### config.mk
export PLATFORM = sky130hd
export DESIGN_NAME = core
export DESIGN_NICKNAME = d
export VERILOG_FILES = /design/src/core_pkg.sv /design/src/stage_ifs.sv /design/src/core.sv /design/src/decode_stage.sv /design/src/execute_stage.sv /design/src/fetch_stage.sv /design/src/mem_wb_stage.sv /design/src/reg_file.sv
export SDC_FILE = /design/constraint.sdc
export NUM_CORES = 2
export LEC_CHECK = 0
export BUFFER_PORTS_ARGS = -buffer_cell sky130_fd_sc_hd__buf_4
export CAP_MARGIN = 20
export CORE_MARGIN = 3
export CORE_UTILIZATION = 64
export DETAILED_ROUTE_END_ITERATION = 16
export PLACE_DENSITY = 0.84
export SLEW_MARGIN = 20
export SYNTH_ARGS = -nofsm -noshare
export SYNTH_HDL_FRONTEND = slang
export SYNTH_SLANG_ARGS = --single-unit
### constraint.sdc
create_clock -name clk -period 6.7 [get_ports clk]
set_input_delay 1.34 -clock clk [delete_from_list [all_inputs] [get_ports clk]]
set_output_delay 1.34 -clock clk [all_outputs]
set_load 0.005 [all_outputs]
### src/core_pkg.sv
//################################################
// core_pkg
// widths, opcode and funct codes, ALU operation
// codes and the two views of the instruction word
//################################################
package core_pkg;

  localparam int xlen       = 32;
  localparam int reg_addr_w = 5;

  // primary opcodes
  localparam logic [5:0] op_rtype = 6'h00;
  localparam logic [5:0] op_beq   = 6'h04;
  localparam logic [5:0] op_addi  = 6'h08;
  localparam logic [5:0] op_andi  = 6'h0c;
  localparam logic [5:0] op_ori   = 6'h0d;
  localparam logic [5:0] op_lw    = 6'h23;
  localparam logic [5:0] op_sw    = 6'h2b;

  // funct field of R-type
  localparam logic [5:0] fn_add = 6'h20;
  localparam logic [5:0] fn_sub = 6'h22;
  localparam logic [5:0] fn_and = 6'h24;
  localparam logic [5:0] fn_or  = 6'h25;
  localparam logic [5:0] fn_slt = 6'h2a;

  // ALU operations
  localparam logic [2:0] alu_add = 3'd0;
  localparam logic [2:0] alu_sub = 3'd1;
  localparam logic [2:0] alu_and = 3'd2;
  localparam logic [2:0] alu_or  = 3'd3;
  localparam logic [2:0] alu_slt = 3'd4;

  // same word, read as R-format or I-format
  typedef union packed {
    struct packed {
      logic [5:0] opcode;
      logic [4:0] rs;
      logic [4:0] rt;
      logic [4:0] rd;
      logic [4:0] shamt;
      logic [5:0] funct;
    } r;
    struct packed {
      logic [5:0]  opcode;
      logic [4:0]  rs;
      logic [4:0]  rt;
      logic [15:0] imm;
    } i;
  } inst_t;

  // all-zero word decodes to nothing
  localparam inst_t nop_word = '0;

endpackage

### src/stage_ifs.sv
//################################################
// stage interfaces
// ID/EX register contents and the results of the
// MEM and WB stages used for forwarding
//################################################
`timescale 1ns/1ps

interface ex_bus_if;
  import core_pkg::*;

  logic                  reg_write;
  logic                  mem_to_reg;
  logic                  mem_read;
  logic                  mem_write;
  logic [2:0]            alu_op;
  logic                  alu_src_imm;
  logic                  reg_dst_rd;
  logic [xlen-1:0]       rs_val;
  logic [xlen-1:0]       rt_val;
  logic [xlen-1:0]       imm;
  logic [reg_addr_w-1:0] rs;
  logic [reg_addr_w-1:0] rt;
  logic [reg_addr_w-1:0] rd;

  modport src (output reg_write, mem_to_reg, mem_read, mem_write, alu_op, alu_src_imm,
               reg_dst_rd, rs_val, rt_val, imm, rs, rt, rd);
  modport dst (input reg_write, mem_to_reg, mem_read, mem_write, alu_op, alu_src_imm,
               reg_dst_rd, rs_val, rt_val, imm, rs, rt, rd);
endinterface

interface result_if;
  import core_pkg::*;

  // instruction sitting in EX/MEM
  logic                  mem_reg_write;
  logic [reg_addr_w-1:0] mem_dest;
  logic [xlen-1:0]       mem_value;
  logic                  mem_is_load;
  // instruction sitting in MEM/WB
  logic                  wb_reg_write;
  logic [reg_addr_w-1:0] wb_dest;
  logic [xlen-1:0]       wb_value;

  modport src (output mem_reg_write, mem_dest, mem_value, mem_is_load,
               wb_reg_write, wb_dest, wb_value);
  modport fwd (input mem_reg_write, mem_dest, mem_value, mem_is_load,
               wb_reg_write, wb_dest, wb_value);
endinterface

### src/core.sv
//################################################
// core
// five-stage in-order integer pipeline with
// instruction and data memory ports
//################################################
`timescale 1ns/1ps

module core (
  input  logic                      clk,
  input  logic                      arst_n,
  input  logic                      v_inst,
  input  logic [core_pkg::xlen-1:0] inst,
  input  logic                      v_data,
  input  logic [core_pkg::xlen-1:0] data,
  output logic [core_pkg::xlen-1:0] pc,
  output logic                      v_pc,
  output logic                      v_mem,
  output logic                      mem_we,
  output logic [core_pkg::xlen-1:0] mem_addr,
  output logic [core_pkg::xlen-1:0] mem_data
);
  import core_pkg::*;

  ex_bus_if ex_bus ();
  result_if res ();

  logic                  stall;
  logic                  mem_stall;
  logic                  branch_taken;
  logic [xlen-1:0]       branch_target;
  inst_t                 if_inst;
  logic [xlen-1:0]       if_pc_plus4;
  logic [reg_addr_w-1:0] ex_dest;
  logic                  ex_reg_write;
  // EX/MEM fields
  logic                  em_reg_write;
  logic                  em_mem_to_reg;
  logic                  em_mem_read;
  logic                  em_mem_write;
  logic [xlen-1:0]       em_alu_result;
  logic [xlen-1:0]       em_store_data;
  logic [reg_addr_w-1:0] em_dest;

  fetch_stage u_fetch (
    .clk           (clk),
    .arst_n        (arst_n),
    .v_inst        (v_inst),
    .inst          (inst),
    .stall         (stall),
    .mem_stall     (mem_stall),
    .branch_taken  (branch_taken),
    .branch_target (branch_target),
    .pc            (pc),
    .v_pc          (v_pc),
    .if_inst       (if_inst),
    .if_pc_plus4   (if_pc_plus4)
  );

  decode_stage u_decode (
    .clk           (clk),
    .arst_n        (arst_n),
    .mem_stall     (mem_stall),
    .if_inst       (if_inst),
    .if_pc_plus4   (if_pc_plus4),
    .ex_dest       (ex_dest),
    .ex_reg_write  (ex_reg_write),
    .ex            (ex_bus.src),
    .res           (res.fwd),
    .stall         (stall),
    .branch_taken  (branch_taken),
    .branch_target (branch_target)
  );

  execute_stage u_execute (
    .clk           (clk),
    .arst_n        (arst_n),
    .mem_stall     (mem_stall),
    .ex            (ex_bus.dst),
    .res           (res.fwd),
    .ex_dest       (ex_dest),
    .ex_reg_write  (ex_reg_write),
    .em_reg_write  (em_reg_write),
    .em_mem_to_reg (em_mem_to_reg),
    .em_mem_read   (em_mem_read),
    .em_mem_write  (em_mem_write),
    .em_alu_result (em_alu_result),
    .em_store_data (em_store_data),
    .em_dest       (em_dest)
  );

  mem_wb_stage u_mem_wb (
    .clk           (clk),
    .arst_n        (arst_n),
    .v_data        (v_data),
    .data          (data),
    .em_reg_write  (em_reg_write),
    .em_mem_to_reg (em_mem_to_reg),
    .em_mem_read   (em_mem_read),
    .em_mem_write  (em_mem_write),
    .em_alu_result (em_alu_result),
    .em_store_data (em_store_data),
    .em_dest       (em_dest),
    .res           (res.src),
    .v_mem         (v_mem),
    .mem_we        (mem_we),
    .mem_addr      (mem_addr),
    .mem_data      (mem_data),
    .mem_stall     (mem_stall)
  );

endmodule

### src/decode_stage.sv
//################################################
// decode stage
// control decode, beq compare, hazard detection
// and the ID/EX register
//################################################
`timescale 1ns/1ps

module decode_stage (
  input  logic                            clk,
  input  logic                            arst_n,
  input  logic                            mem_stall,
  input  core_pkg::inst_t                 if_inst,
  input  logic [core_pkg::xlen-1:0]       if_pc_plus4,
  input  logic [core_pkg::reg_addr_w-1:0] ex_dest,
  input  logic                            ex_reg_write,
  ex_bus_if.src                           ex,
  result_if.fwd                           res,
  output logic                            stall,
  output logic                            branch_taken,
  output logic [core_pkg::xlen-1:0]       branch_target
);
  import core_pkg::*;

  logic                  reg_write_d;
  logic                  mem_to_reg_d;
  logic                  mem_read_d;
  logic                  mem_write_d;
  logic [2:0]            alu_op_d;
  logic                  alu_src_imm_d;
  logic                  reg_dst_rd_d;
  logic                  is_beq;
  logic                  sign_ext;
  logic                  uses_rt;
  logic [reg_addr_w-1:0] rs;
  logic [reg_addr_w-1:0] rt;
  logic [xlen-1:0]       rs_rf;
  logic [xlen-1:0]       rt_rf;
  logic [xlen-1:0]       rs_cmp;
  logic [xlen-1:0]       rt_cmp;
  logic [xlen-1:0]       imm_ext;
  logic                  load_use;
  logic                  br_hazard;

  assign rs = if_inst.r.rs;
  assign rt = if_inst.r.rt;

  reg_file u_reg_file (
    .clk     (clk),
    .arst_n  (arst_n),
    .we      (res.wb_reg_write),
    .waddr   (res.wb_dest),
    .wdata   (res.wb_value),
    .raddr_a (rs),
    .raddr_b (rt),
    .rdata_a (rs_rf),
    .rdata_b (rt_rf)
  );

  always_comb begin
    reg_write_d   = 1'b0;
    mem_to_reg_d  = 1'b0;
    mem_read_d    = 1'b0;
    mem_write_d   = 1'b0;
    alu_op_d      = alu_add;
    alu_src_imm_d = 1'b1;
    reg_dst_rd_d  = 1'b0;
    is_beq        = 1'b0;
    sign_ext      = 1'b1;
    uses_rt       = 1'b0;
    case (if_inst.r.opcode)
      op_rtype: begin
        reg_dst_rd_d  = 1'b1;
        alu_src_imm_d = 1'b0;
        uses_rt       = 1'b1;
        reg_write_d   = 1'b1;
        case (if_inst.r.funct)
          fn_add:  alu_op_d = alu_add;
          fn_sub:  alu_op_d = alu_sub;
          fn_and:  alu_op_d = alu_and;
          fn_or:   alu_op_d = alu_or;
          fn_slt:  alu_op_d = alu_slt;
          // unknown funct, including nop_word
          default: reg_write_d = 1'b0;
        endcase
      end
      op_addi: reg_write_d = 1'b1;
      op_andi: begin
        reg_write_d = 1'b1;
        alu_op_d    = alu_and;
        sign_ext    = 1'b0;
      end
      op_ori: begin
        reg_write_d = 1'b1;
        alu_op_d    = alu_or;
        sign_ext    = 1'b0;
      end
      op_lw: begin
        reg_write_d  = 1'b1;
        mem_to_reg_d = 1'b1;
        mem_read_d   = 1'b1;
      end
      op_sw: begin
        mem_write_d = 1'b1;
        uses_rt     = 1'b1;
      end
      op_beq: begin
        is_beq  = 1'b1;
        uses_rt = 1'b1;
      end
      default: alu_src_imm_d = 1'b0;
    endcase
  end

  assign imm_ext = sign_ext ? {{16{if_inst.i.imm[15]}}, if_inst.i.imm}
                            : {16'b0, if_inst.i.imm};

  // EX/MEM result forwarded, WB comes in through the register file bypass
  assign rs_cmp = (res.mem_reg_write && res.mem_dest != '0 && res.mem_dest == rs)
                  ? res.mem_value : rs_rf;
  assign rt_cmp = (res.mem_reg_write && res.mem_dest != '0 && res.mem_dest == rt)
                  ? res.mem_value : rt_rf;

  // load in EX feeding this instruction
  assign load_use = ex.mem_read && ex.rt != '0 &&
                    (ex.rt == rs || (uses_rt && ex.rt == rt));

  // beq waits for any writer in EX and for a load in MEM
  assign br_hazard = is_beq &&
    ((ex_reg_write && ex_dest != '0 && (ex_dest == rs || ex_dest == rt)) ||
     (res.mem_is_load && res.mem_reg_write && res.mem_dest != '0 &&
      (res.mem_dest == rs || res.mem_dest == rt)));

  assign stall         = load_use || br_hazard;
  assign branch_taken  = is_beq && !stall && (rs_cmp == rt_cmp);
  assign branch_target = if_pc_plus4 + {imm_ext[xlen-3:0], 2'b00};

  // ID/EX control, bubble while stalled
  always_ff @(posedge clk or negedge arst_n) begin
    if (!arst_n) begin
      ex.reg_write  <= 1'b0;
      ex.mem_to_reg <= 1'b0;
      ex.mem_read   <= 1'b0;
      ex.mem_write  <= 1'b0;
    end else if (!mem_stall) begin
      ex.reg_write  <= reg_write_d && !stall;
      ex.mem_to_reg <= mem_to_reg_d && !stall;
      ex.mem_read   <= mem_read_d && !stall;
      ex.mem_write  <= mem_write_d && !stall;
    end
  end

  always_ff @(posedge clk) begin
    if (!mem_stall) begin
      ex.alu_op      <= alu_op_d;
      ex.alu_src_imm <= alu_src_imm_d;
      ex.reg_dst_rd  <= reg_dst_rd_d;
      ex.rs_val      <= rs_rf;
      ex.rt_val      <= rt_rf;
      ex.imm         <= imm_ext;
      ex.rs          <= rs;
      ex.rt          <= rt;
      ex.rd          <= if_inst.r.rd;
    end
  end

endmodule

### src/execute_stage.sv
//################################################
// execute stage
// operand forwarding, ALU and the EX/MEM register
//################################################
`timescale 1ns/1ps

module execute_stage (
  input  logic                            clk,
  input  logic                            arst_n,
  input  logic                            mem_stall,
  ex_bus_if.dst                           ex,
  result_if.fwd                           res,
  output logic [core_pkg::reg_addr_w-1:0] ex_dest,
  output logic                            ex_reg_write,
  output logic                            em_reg_write,
  output logic                            em_mem_to_reg,
  output logic                            em_mem_read,
  output logic                            em_mem_write,
  output logic [core_pkg::xlen-1:0]       em_alu_result,
  output logic [core_pkg::xlen-1:0]       em_store_data,
  output logic [core_pkg::reg_addr_w-1:0] em_dest
);
  import core_pkg::*;

  logic [xlen-1:0] op_a;
  logic [xlen-1:0] rt_fwd;
  logic [xlen-1:0] op_b;
  logic [xlen-1:0] alu_result;

  // newest writer wins, MEM before WB before the ID/EX copy
  function automatic logic [xlen-1:0] pick(input logic [reg_addr_w-1:0] src,
                                           input logic [xlen-1:0]       id_val);
    logic [xlen-1:0] val;
    val = id_val;
    if (res.mem_reg_write && res.mem_dest != '0 && res.mem_dest == src) begin
      val = res.mem_value;
    end else if (res.wb_reg_write && res.wb_dest != '0 && res.wb_dest == src) begin
      val = res.wb_value;
    end
    return val;
  endfunction

  assign op_a   = pick(ex.rs, ex.rs_val);
  assign rt_fwd = pick(ex.rt, ex.rt_val);
  assign op_b   = ex.alu_src_imm ? ex.imm : rt_fwd;

  always_comb begin
    case (ex.alu_op)
      alu_sub: alu_result = op_a - op_b;
      alu_and: alu_result = op_a & op_b;
      alu_or:  alu_result = op_a | op_b;
      alu_slt: alu_result = {{(xlen-1){1'b0}}, $signed(op_a) < $signed(op_b)};
      default: alu_result = op_a + op_b;
    endcase
  end

  assign ex_dest      = ex.reg_dst_rd ? ex.rd : ex.rt;
  assign ex_reg_write = ex.reg_write;

  // EX/MEM
  always_ff @(posedge clk or negedge arst_n) begin
    if (!arst_n) begin
      em_reg_write  <= 1'b0;
      em_mem_to_reg <= 1'b0;
      em_mem_read   <= 1'b0;
      em_mem_write  <= 1'b0;
    end else if (!mem_stall) begin
      em_reg_write  <= ex.reg_write;
      em_mem_to_reg <= ex.mem_to_reg;
      em_mem_read   <= ex.mem_read;
      em_mem_write  <= ex.mem_write;
    end
  end

  always_ff @(posedge clk) begin
    if (!mem_stall) begin
      em_alu_result <= alu_result;
      em_store_data <= rt_fwd;
      em_dest       <= ex_dest;
    end
  end

endmodule

### src/fetch_stage.sv
//################################################
// fetch stage
// program counter, next-PC select and IF/ID
//################################################
`timescale 1ns/1ps

module fetch_stage (
  input  logic                      clk,
  input  logic                      arst_n,
  input  logic                      v_inst,
  input  core_pkg::inst_t           inst,
  input  logic                      stall,
  input  logic                      mem_stall,
  input  logic                      branch_taken,
  input  logic [core_pkg::xlen-1:0] branch_target,
  output logic [core_pkg::xlen-1:0] pc,
  output logic                      v_pc,
  output core_pkg::inst_t           if_inst,
  output logic [core_pkg::xlen-1:0] if_pc_plus4
);
  import core_pkg::*;

  logic [xlen-1:0] pc_plus4;
  logic            advance;
  logic            fetch_go;

  assign pc_plus4 = pc + xlen'(4);
  assign advance  = !stall && !mem_stall;
  assign fetch_go = advance && v_inst;

  always_ff @(posedge clk or negedge arst_n) begin
    if (!arst_n) begin
      pc   <= '0;
      v_pc <= 1'b0;
    end else begin
      v_pc <= 1'b1;
      if (fetch_go) begin
        pc <= branch_taken ? branch_target : pc_plus4;
      end
    end
  end

  // IF/ID instruction
  // a taken beq with no fetch slot stays put until v_inst returns
  always_ff @(posedge clk or negedge arst_n) begin
    if (!arst_n) begin
      if_inst <= nop_word;
    end else if (advance) begin
      if (fetch_go && !branch_taken) begin
        if_inst <= inst;
      end else if (fetch_go || !branch_taken) begin
        if_inst <= nop_word;
      end
    end
  end

  always_ff @(posedge clk) begin
    if (fetch_go) begin
      if_pc_plus4 <= pc_plus4;
    end
  end

endmodule

### src/mem_wb_stage.sv
//################################################
// memory and writeback
// data memory request, MEM/WB and writeback mux
//################################################
`timescale 1ns/1ps

module mem_wb_stage (
  input  logic                            clk,
  input  logic                            arst_n,
  input  logic                            v_data,
  input  logic [core_pkg::xlen-1:0]       data,
  input  logic                            em_reg_write,
  input  logic                            em_mem_to_reg,
  input  logic                            em_mem_read,
  input  logic                            em_mem_write,
  input  logic [core_pkg::xlen-1:0]       em_alu_result,
  input  logic [core_pkg::xlen-1:0]       em_store_data,
  input  logic [core_pkg::reg_addr_w-1:0] em_dest,
  result_if.src                           res,
  output logic                            v_mem,
  output logic                            mem_we,
  output logic [core_pkg::xlen-1:0]       mem_addr,
  output logic [core_pkg::xlen-1:0]       mem_data,
  output logic                            mem_stall
);
  import core_pkg::*;

  logic                  wb_reg_write;
  logic                  wb_mem_to_reg;
  logic [reg_addr_w-1:0] wb_dest;
  logic [xlen-1:0]       wb_alu_result;
  logic [xlen-1:0]       wb_load_data;

  assign v_mem     = em_mem_read || em_mem_write;
  assign mem_we    = em_mem_write;
  assign mem_addr  = em_alu_result;
  assign mem_data  = em_store_data;
  // whole pipeline holds until the data port answers
  assign mem_stall = v_mem && !v_data;

  // MEM/WB
  always_ff @(posedge clk or negedge arst_n) begin
    if (!arst_n) begin
      wb_reg_write  <= 1'b0;
      wb_mem_to_reg <= 1'b0;
    end else if (!mem_stall) begin
      wb_reg_write  <= em_reg_write;
      wb_mem_to_reg <= em_mem_to_reg;
    end
  end

  always_ff @(posedge clk) begin
    if (!mem_stall) begin
      wb_dest       <= em_dest;
      wb_alu_result <= em_alu_result;
      wb_load_data  <= data;
    end
  end

  assign res.mem_reg_write = em_reg_write;
  assign res.mem_dest      = em_dest;
  assign res.mem_value     = em_alu_result;
  assign res.mem_is_load   = em_mem_read;
  assign res.wb_reg_write  = wb_reg_write;
  assign res.wb_dest       = wb_dest;
  assign res.wb_value      = wb_mem_to_reg ? wb_load_data : wb_alu_result;

endmodule

### src/reg_file.sv
//################################################
// register file
// 32 x 32, r0 reads zero, write-before-read
//################################################
`timescale 1ns/1ps

module reg_file (
  input  logic                            clk,
  input  logic                            arst_n,
  input  logic                            we,
  input  logic [core_pkg::reg_addr_w-1:0] waddr,
  input  logic [core_pkg::xlen-1:0]       wdata,
  input  logic [core_pkg::reg_addr_w-1:0] raddr_a,
  input  logic [core_pkg::reg_addr_w-1:0] raddr_b,
  output logic [core_pkg::xlen-1:0]       rdata_a,
  output logic [core_pkg::xlen-1:0]       rdata_b
);
  import core_pkg::*;

  logic [xlen-1:0] regs [2**reg_addr_w];

  always_ff @(posedge clk or negedge arst_n) begin
    if (!arst_n) begin
      for (int i = 0; i < 2**reg_addr_w; i++) begin
        regs[i] <= '0;
      end
    end else if (we && waddr != '0) begin
      regs[waddr] <= wdata;
    end
  end

  // bypass a same-cycle write
  assign rdata_a = (we && waddr != '0 && waddr == raddr_a) ? wdata : regs[raddr_a];
  assign rdata_b = (we && waddr != '0 && waddr == raddr_b) ? wdata : regs[raddr_b];

endmodule

==> results.toml <==
[run_status]
outcome = "complete, no violations"

[cts]
post_cts_resized = 0
htreeDepth = 4
clock_sinks = 1364
post_cts_buffers = 0
ctsHoldBuffers = 0
numCtsBuffers = 147
cts_buffer_depth = 3
clk_pin_slew_ns = 0.06
cts_root_buf = "clkbuf_16"
cts_tree = "done"
insertion_delay_ns = 0.81

[place]
placed_cells = 8373
place_hpwl_um = 167100
place_ws_ns = 0.5079
port_buffers = 166
place.gp.congestion = 0.9788

[logic_synthesis]
synth-edff-count = 267
yosys_warnings = 0
yosys.area.top_type_share = 0.3630
synth_seq_cells = 1364
syn_inst = 7089
syn_area_um2 = 75620
avgSynthCellArea_um2 = 10.67
synth_most_common_cell = "dfrtp_1"
synth_fp_nets = 7286
synth-main-ff-cell = "dfrtp_1"
yosysTopAreaCell = "dfrtp_1"
synth_commonest_cells = "1097 x dfrtp_1, 784 x nand2_1, 732 x o21ai_0, 709 x nor2_1, 686 x a21oi_1"
synth_cell_type_count = 108
synth_area_leaders = "dfrtp_1 36%, mux4_2 14%, edfxtp_1 11%, o21ai_0 4.8%, a21oi_1 4.5%"
yosysSeqAreaShare = 0.4691
async_flop_share = 0.8043

[finish]
top_register = "u_decode.u_reg_file.regs"
layout.cells.non_filler = 8646
area_growth_pct = 10.42
fillCellCount = 7595
largest_reg_flops = 1024
layout.nets = 7196
drive_gt1_frac = 0.1791

[grt]
grt_remaining_overflow = 0
grt_max_degree = 126
grtUsageTotal = 0.4317
grt_pass1_vias = 63068
grt_pass1_wl_um = 392300
antenna_found_initial = 12

[power_and_ir_drop]
p_per_area_nw_per_um2 = 326.9
power_leakage_uw = 0.03533
max-vdd-ir-drop_uv = 304.1

[timing]
setup_slack_ns = 0.3350
fin_setup_tns_ns = 0
fin_crit_sh = 0.9500
worstMarginPinSlew_ns = 1.261
drv_slew = 0
slew_headroom = 0.1578
final_hold_viol_count = 0
max_clock_freq_mhz = 157.1
setup_violations = 0
fin_crit_ns = 6.365
rsz0062_at_grt = "false"
fin_skew_ns = 0.03732

[setup_path]
worstSetupPathType = "flop to flop"
worst_ep_arrival_time_ns = 6.89
cp-end-kind = "flop"
required_ns = 7.22
crit_fanout = 37
worstSetupStartpointType = "flop"

[drt]
detail-route-antenna-nets = 0
wire_per_inst_um = 30.49
drcViolationCount = 0
drt_first_iter_violations = 10493
routed-via-count = 63648
via_per_inst = 7.362
drtPass1Iterations = 10
wirelength_um = 263600

[hold_path]
hp-class = "flop to flop"

[job]
max_cap_violations = 0

[die]
floorplan.initialDensity = 0.6481
fp-row-count = 125
dieArea_um2 = 122300
die_h_um = 349.7
coreArea_um2 = 116700
ios = 167
die_w_um = 349.7
-- layer usage --
layer  share of wire  up-vias  global-route usage
li1                -    25746                   -
met4           0.084       16              0.2922
met3            0.15     1698              0.1759
met2            0.43     5580              0.6273
met5         0.00052        -            0.002355
met1            0.33    30608              0.5319
-- layout make-up --
cell class / instances / area, um2 / area share
multi-input combinational: 4916 / 37020 / 0.4433
clock buffer: 196 / 4202 / 0.05032
inverter: 157 / 600.6 / 0.007193
sequential: 1364 / 35500 / 0.4252
antenna: 3 / 7.507 / 0.00008991
timing repair buffer: 413 / 3471 / 0.04157
clock inverter: 73 / 789.5 / 0.009456
tap: 1524 / 1907 / 0.02284
-- final timing paths --
| kind | start | cells past startpoint | slack (ns) | end |
|---|---|---|---|---|
| max reg2reg | u_mem_wb.res.wb_dest[0] | 23 | 0.33 | u_execute.em_alu_result[0] |
| max in group asynchronous | arst_n | 2 | 4.48 | u_decode.u_reg_file.regs[403] |
| max | u_mem_wb.res.wb_dest[0] | 23 | 0.33 | u_execute.em_alu_result[0] |
| min reg2reg | u_decode.u_reg_file.regs[999] | 0 | 0.39 | u_decode.u_reg_file.regs[999] |
| min | u_decode.u_reg_file.regs[999] | 0 | 0.39 | u_decode.u_reg_file.regs[999] |
| min in group asynchronous | arst_n | 1 | 0.61 | u_fetch.pc[21] |
-- power by group --
part           switching, uW  internal (uW)
Combinational           4440           2960
Clock                   3560           4930
Sequential              1460           9950
Total                   9460          17800
-- worst max-delay path, stage by stage, from the launching register on --
cell	delay (ns)
edfxtp_1	0.71
xnor2_1	0.18
nand3_1	0.11
nor4_2	0.31
buf_4	0.34
buf_4	0.35
nand2_1	0.09
o21ai_0	0.08
o21ai_0	0.12
mux2i_1	0.40
fa_1	0.30
a21o_1	0.13
a21oi_1	0.12
o21a_1	0.21
o31ai_1	0.33
a21oi_1	0.16
o311ai_0	0.62
buf_4	0.25
a31oi_1	0.19
a31oi_1	0.32
a31oi_1	0.24
buf_4	0.21
o21ai_0	0.16
a41oi_1	0.13
-- placed cells by master (no fill, tap or decap), types with 29 or more instances in the layout --
master	netlist	routed
nand2_1	784	769
nor4_1	41	35
a21oi_1	686	686
nand3_1	59	58
o21ai_0	732	732
o22ai_1	91	91
inv_1	155	153
buf_12	7	29
a22oi_1	101	101
nand4_1	32	32
nor2_1	709	692
edfxtp_1	267	267
nor2b_1	41	40
mux4_2	466	466
clkinv_2	0	33
mux2i_1	259	227
xnor2_1	102	101
a31oi_1	42	42
nand2b_1	30	30
xor2_1	52	51
nor3_1	40	38
buf_4	39	382
a22o_1	63	63
ha_1	126	126
clkbuf_16	0	154
dfrtp_1	1097	1087
-- per-stage QoR --
step	hold WS, ns	cell area [um2]	power [uW]	utilization
floorplan	0.4196	75620	15490	-
finish	0.3916	83500	27300	0.7156
detailed placement	0.3820	78480	18440	0.6726
CTS	0.3962	83470	26890	0.7154
global route	0.4023	83490	28160	0.7156
global placement	0.3766	78480	18110	0.6726
-- kinds of logic (layout without fill, tap and decap cells) --
| kind of cell | after synthesis | in the layout | share of synthesized area |
|---|---|---|---|
| DFF | 1364 | 1364 | 0.4691 |
| xor gates and xnor gates | 155 | 155 | 0.01805 |
| muxes | 762 | 762 | 0.1816 |
| AOI/OAI and AO/OA | 2007 | 2007 | 0.1556 |
| adders and majority gates | 130 | 130 | 0.02178 |
| other | 1 | 4 | 0.00004959 |
| buffers and inverters | 809 | 839 | 0.04949 |
| and+or+nand+nor | 1861 | 1861 | 0.1044 |
No activity file was read; power rests on OpenSTA's default activity.
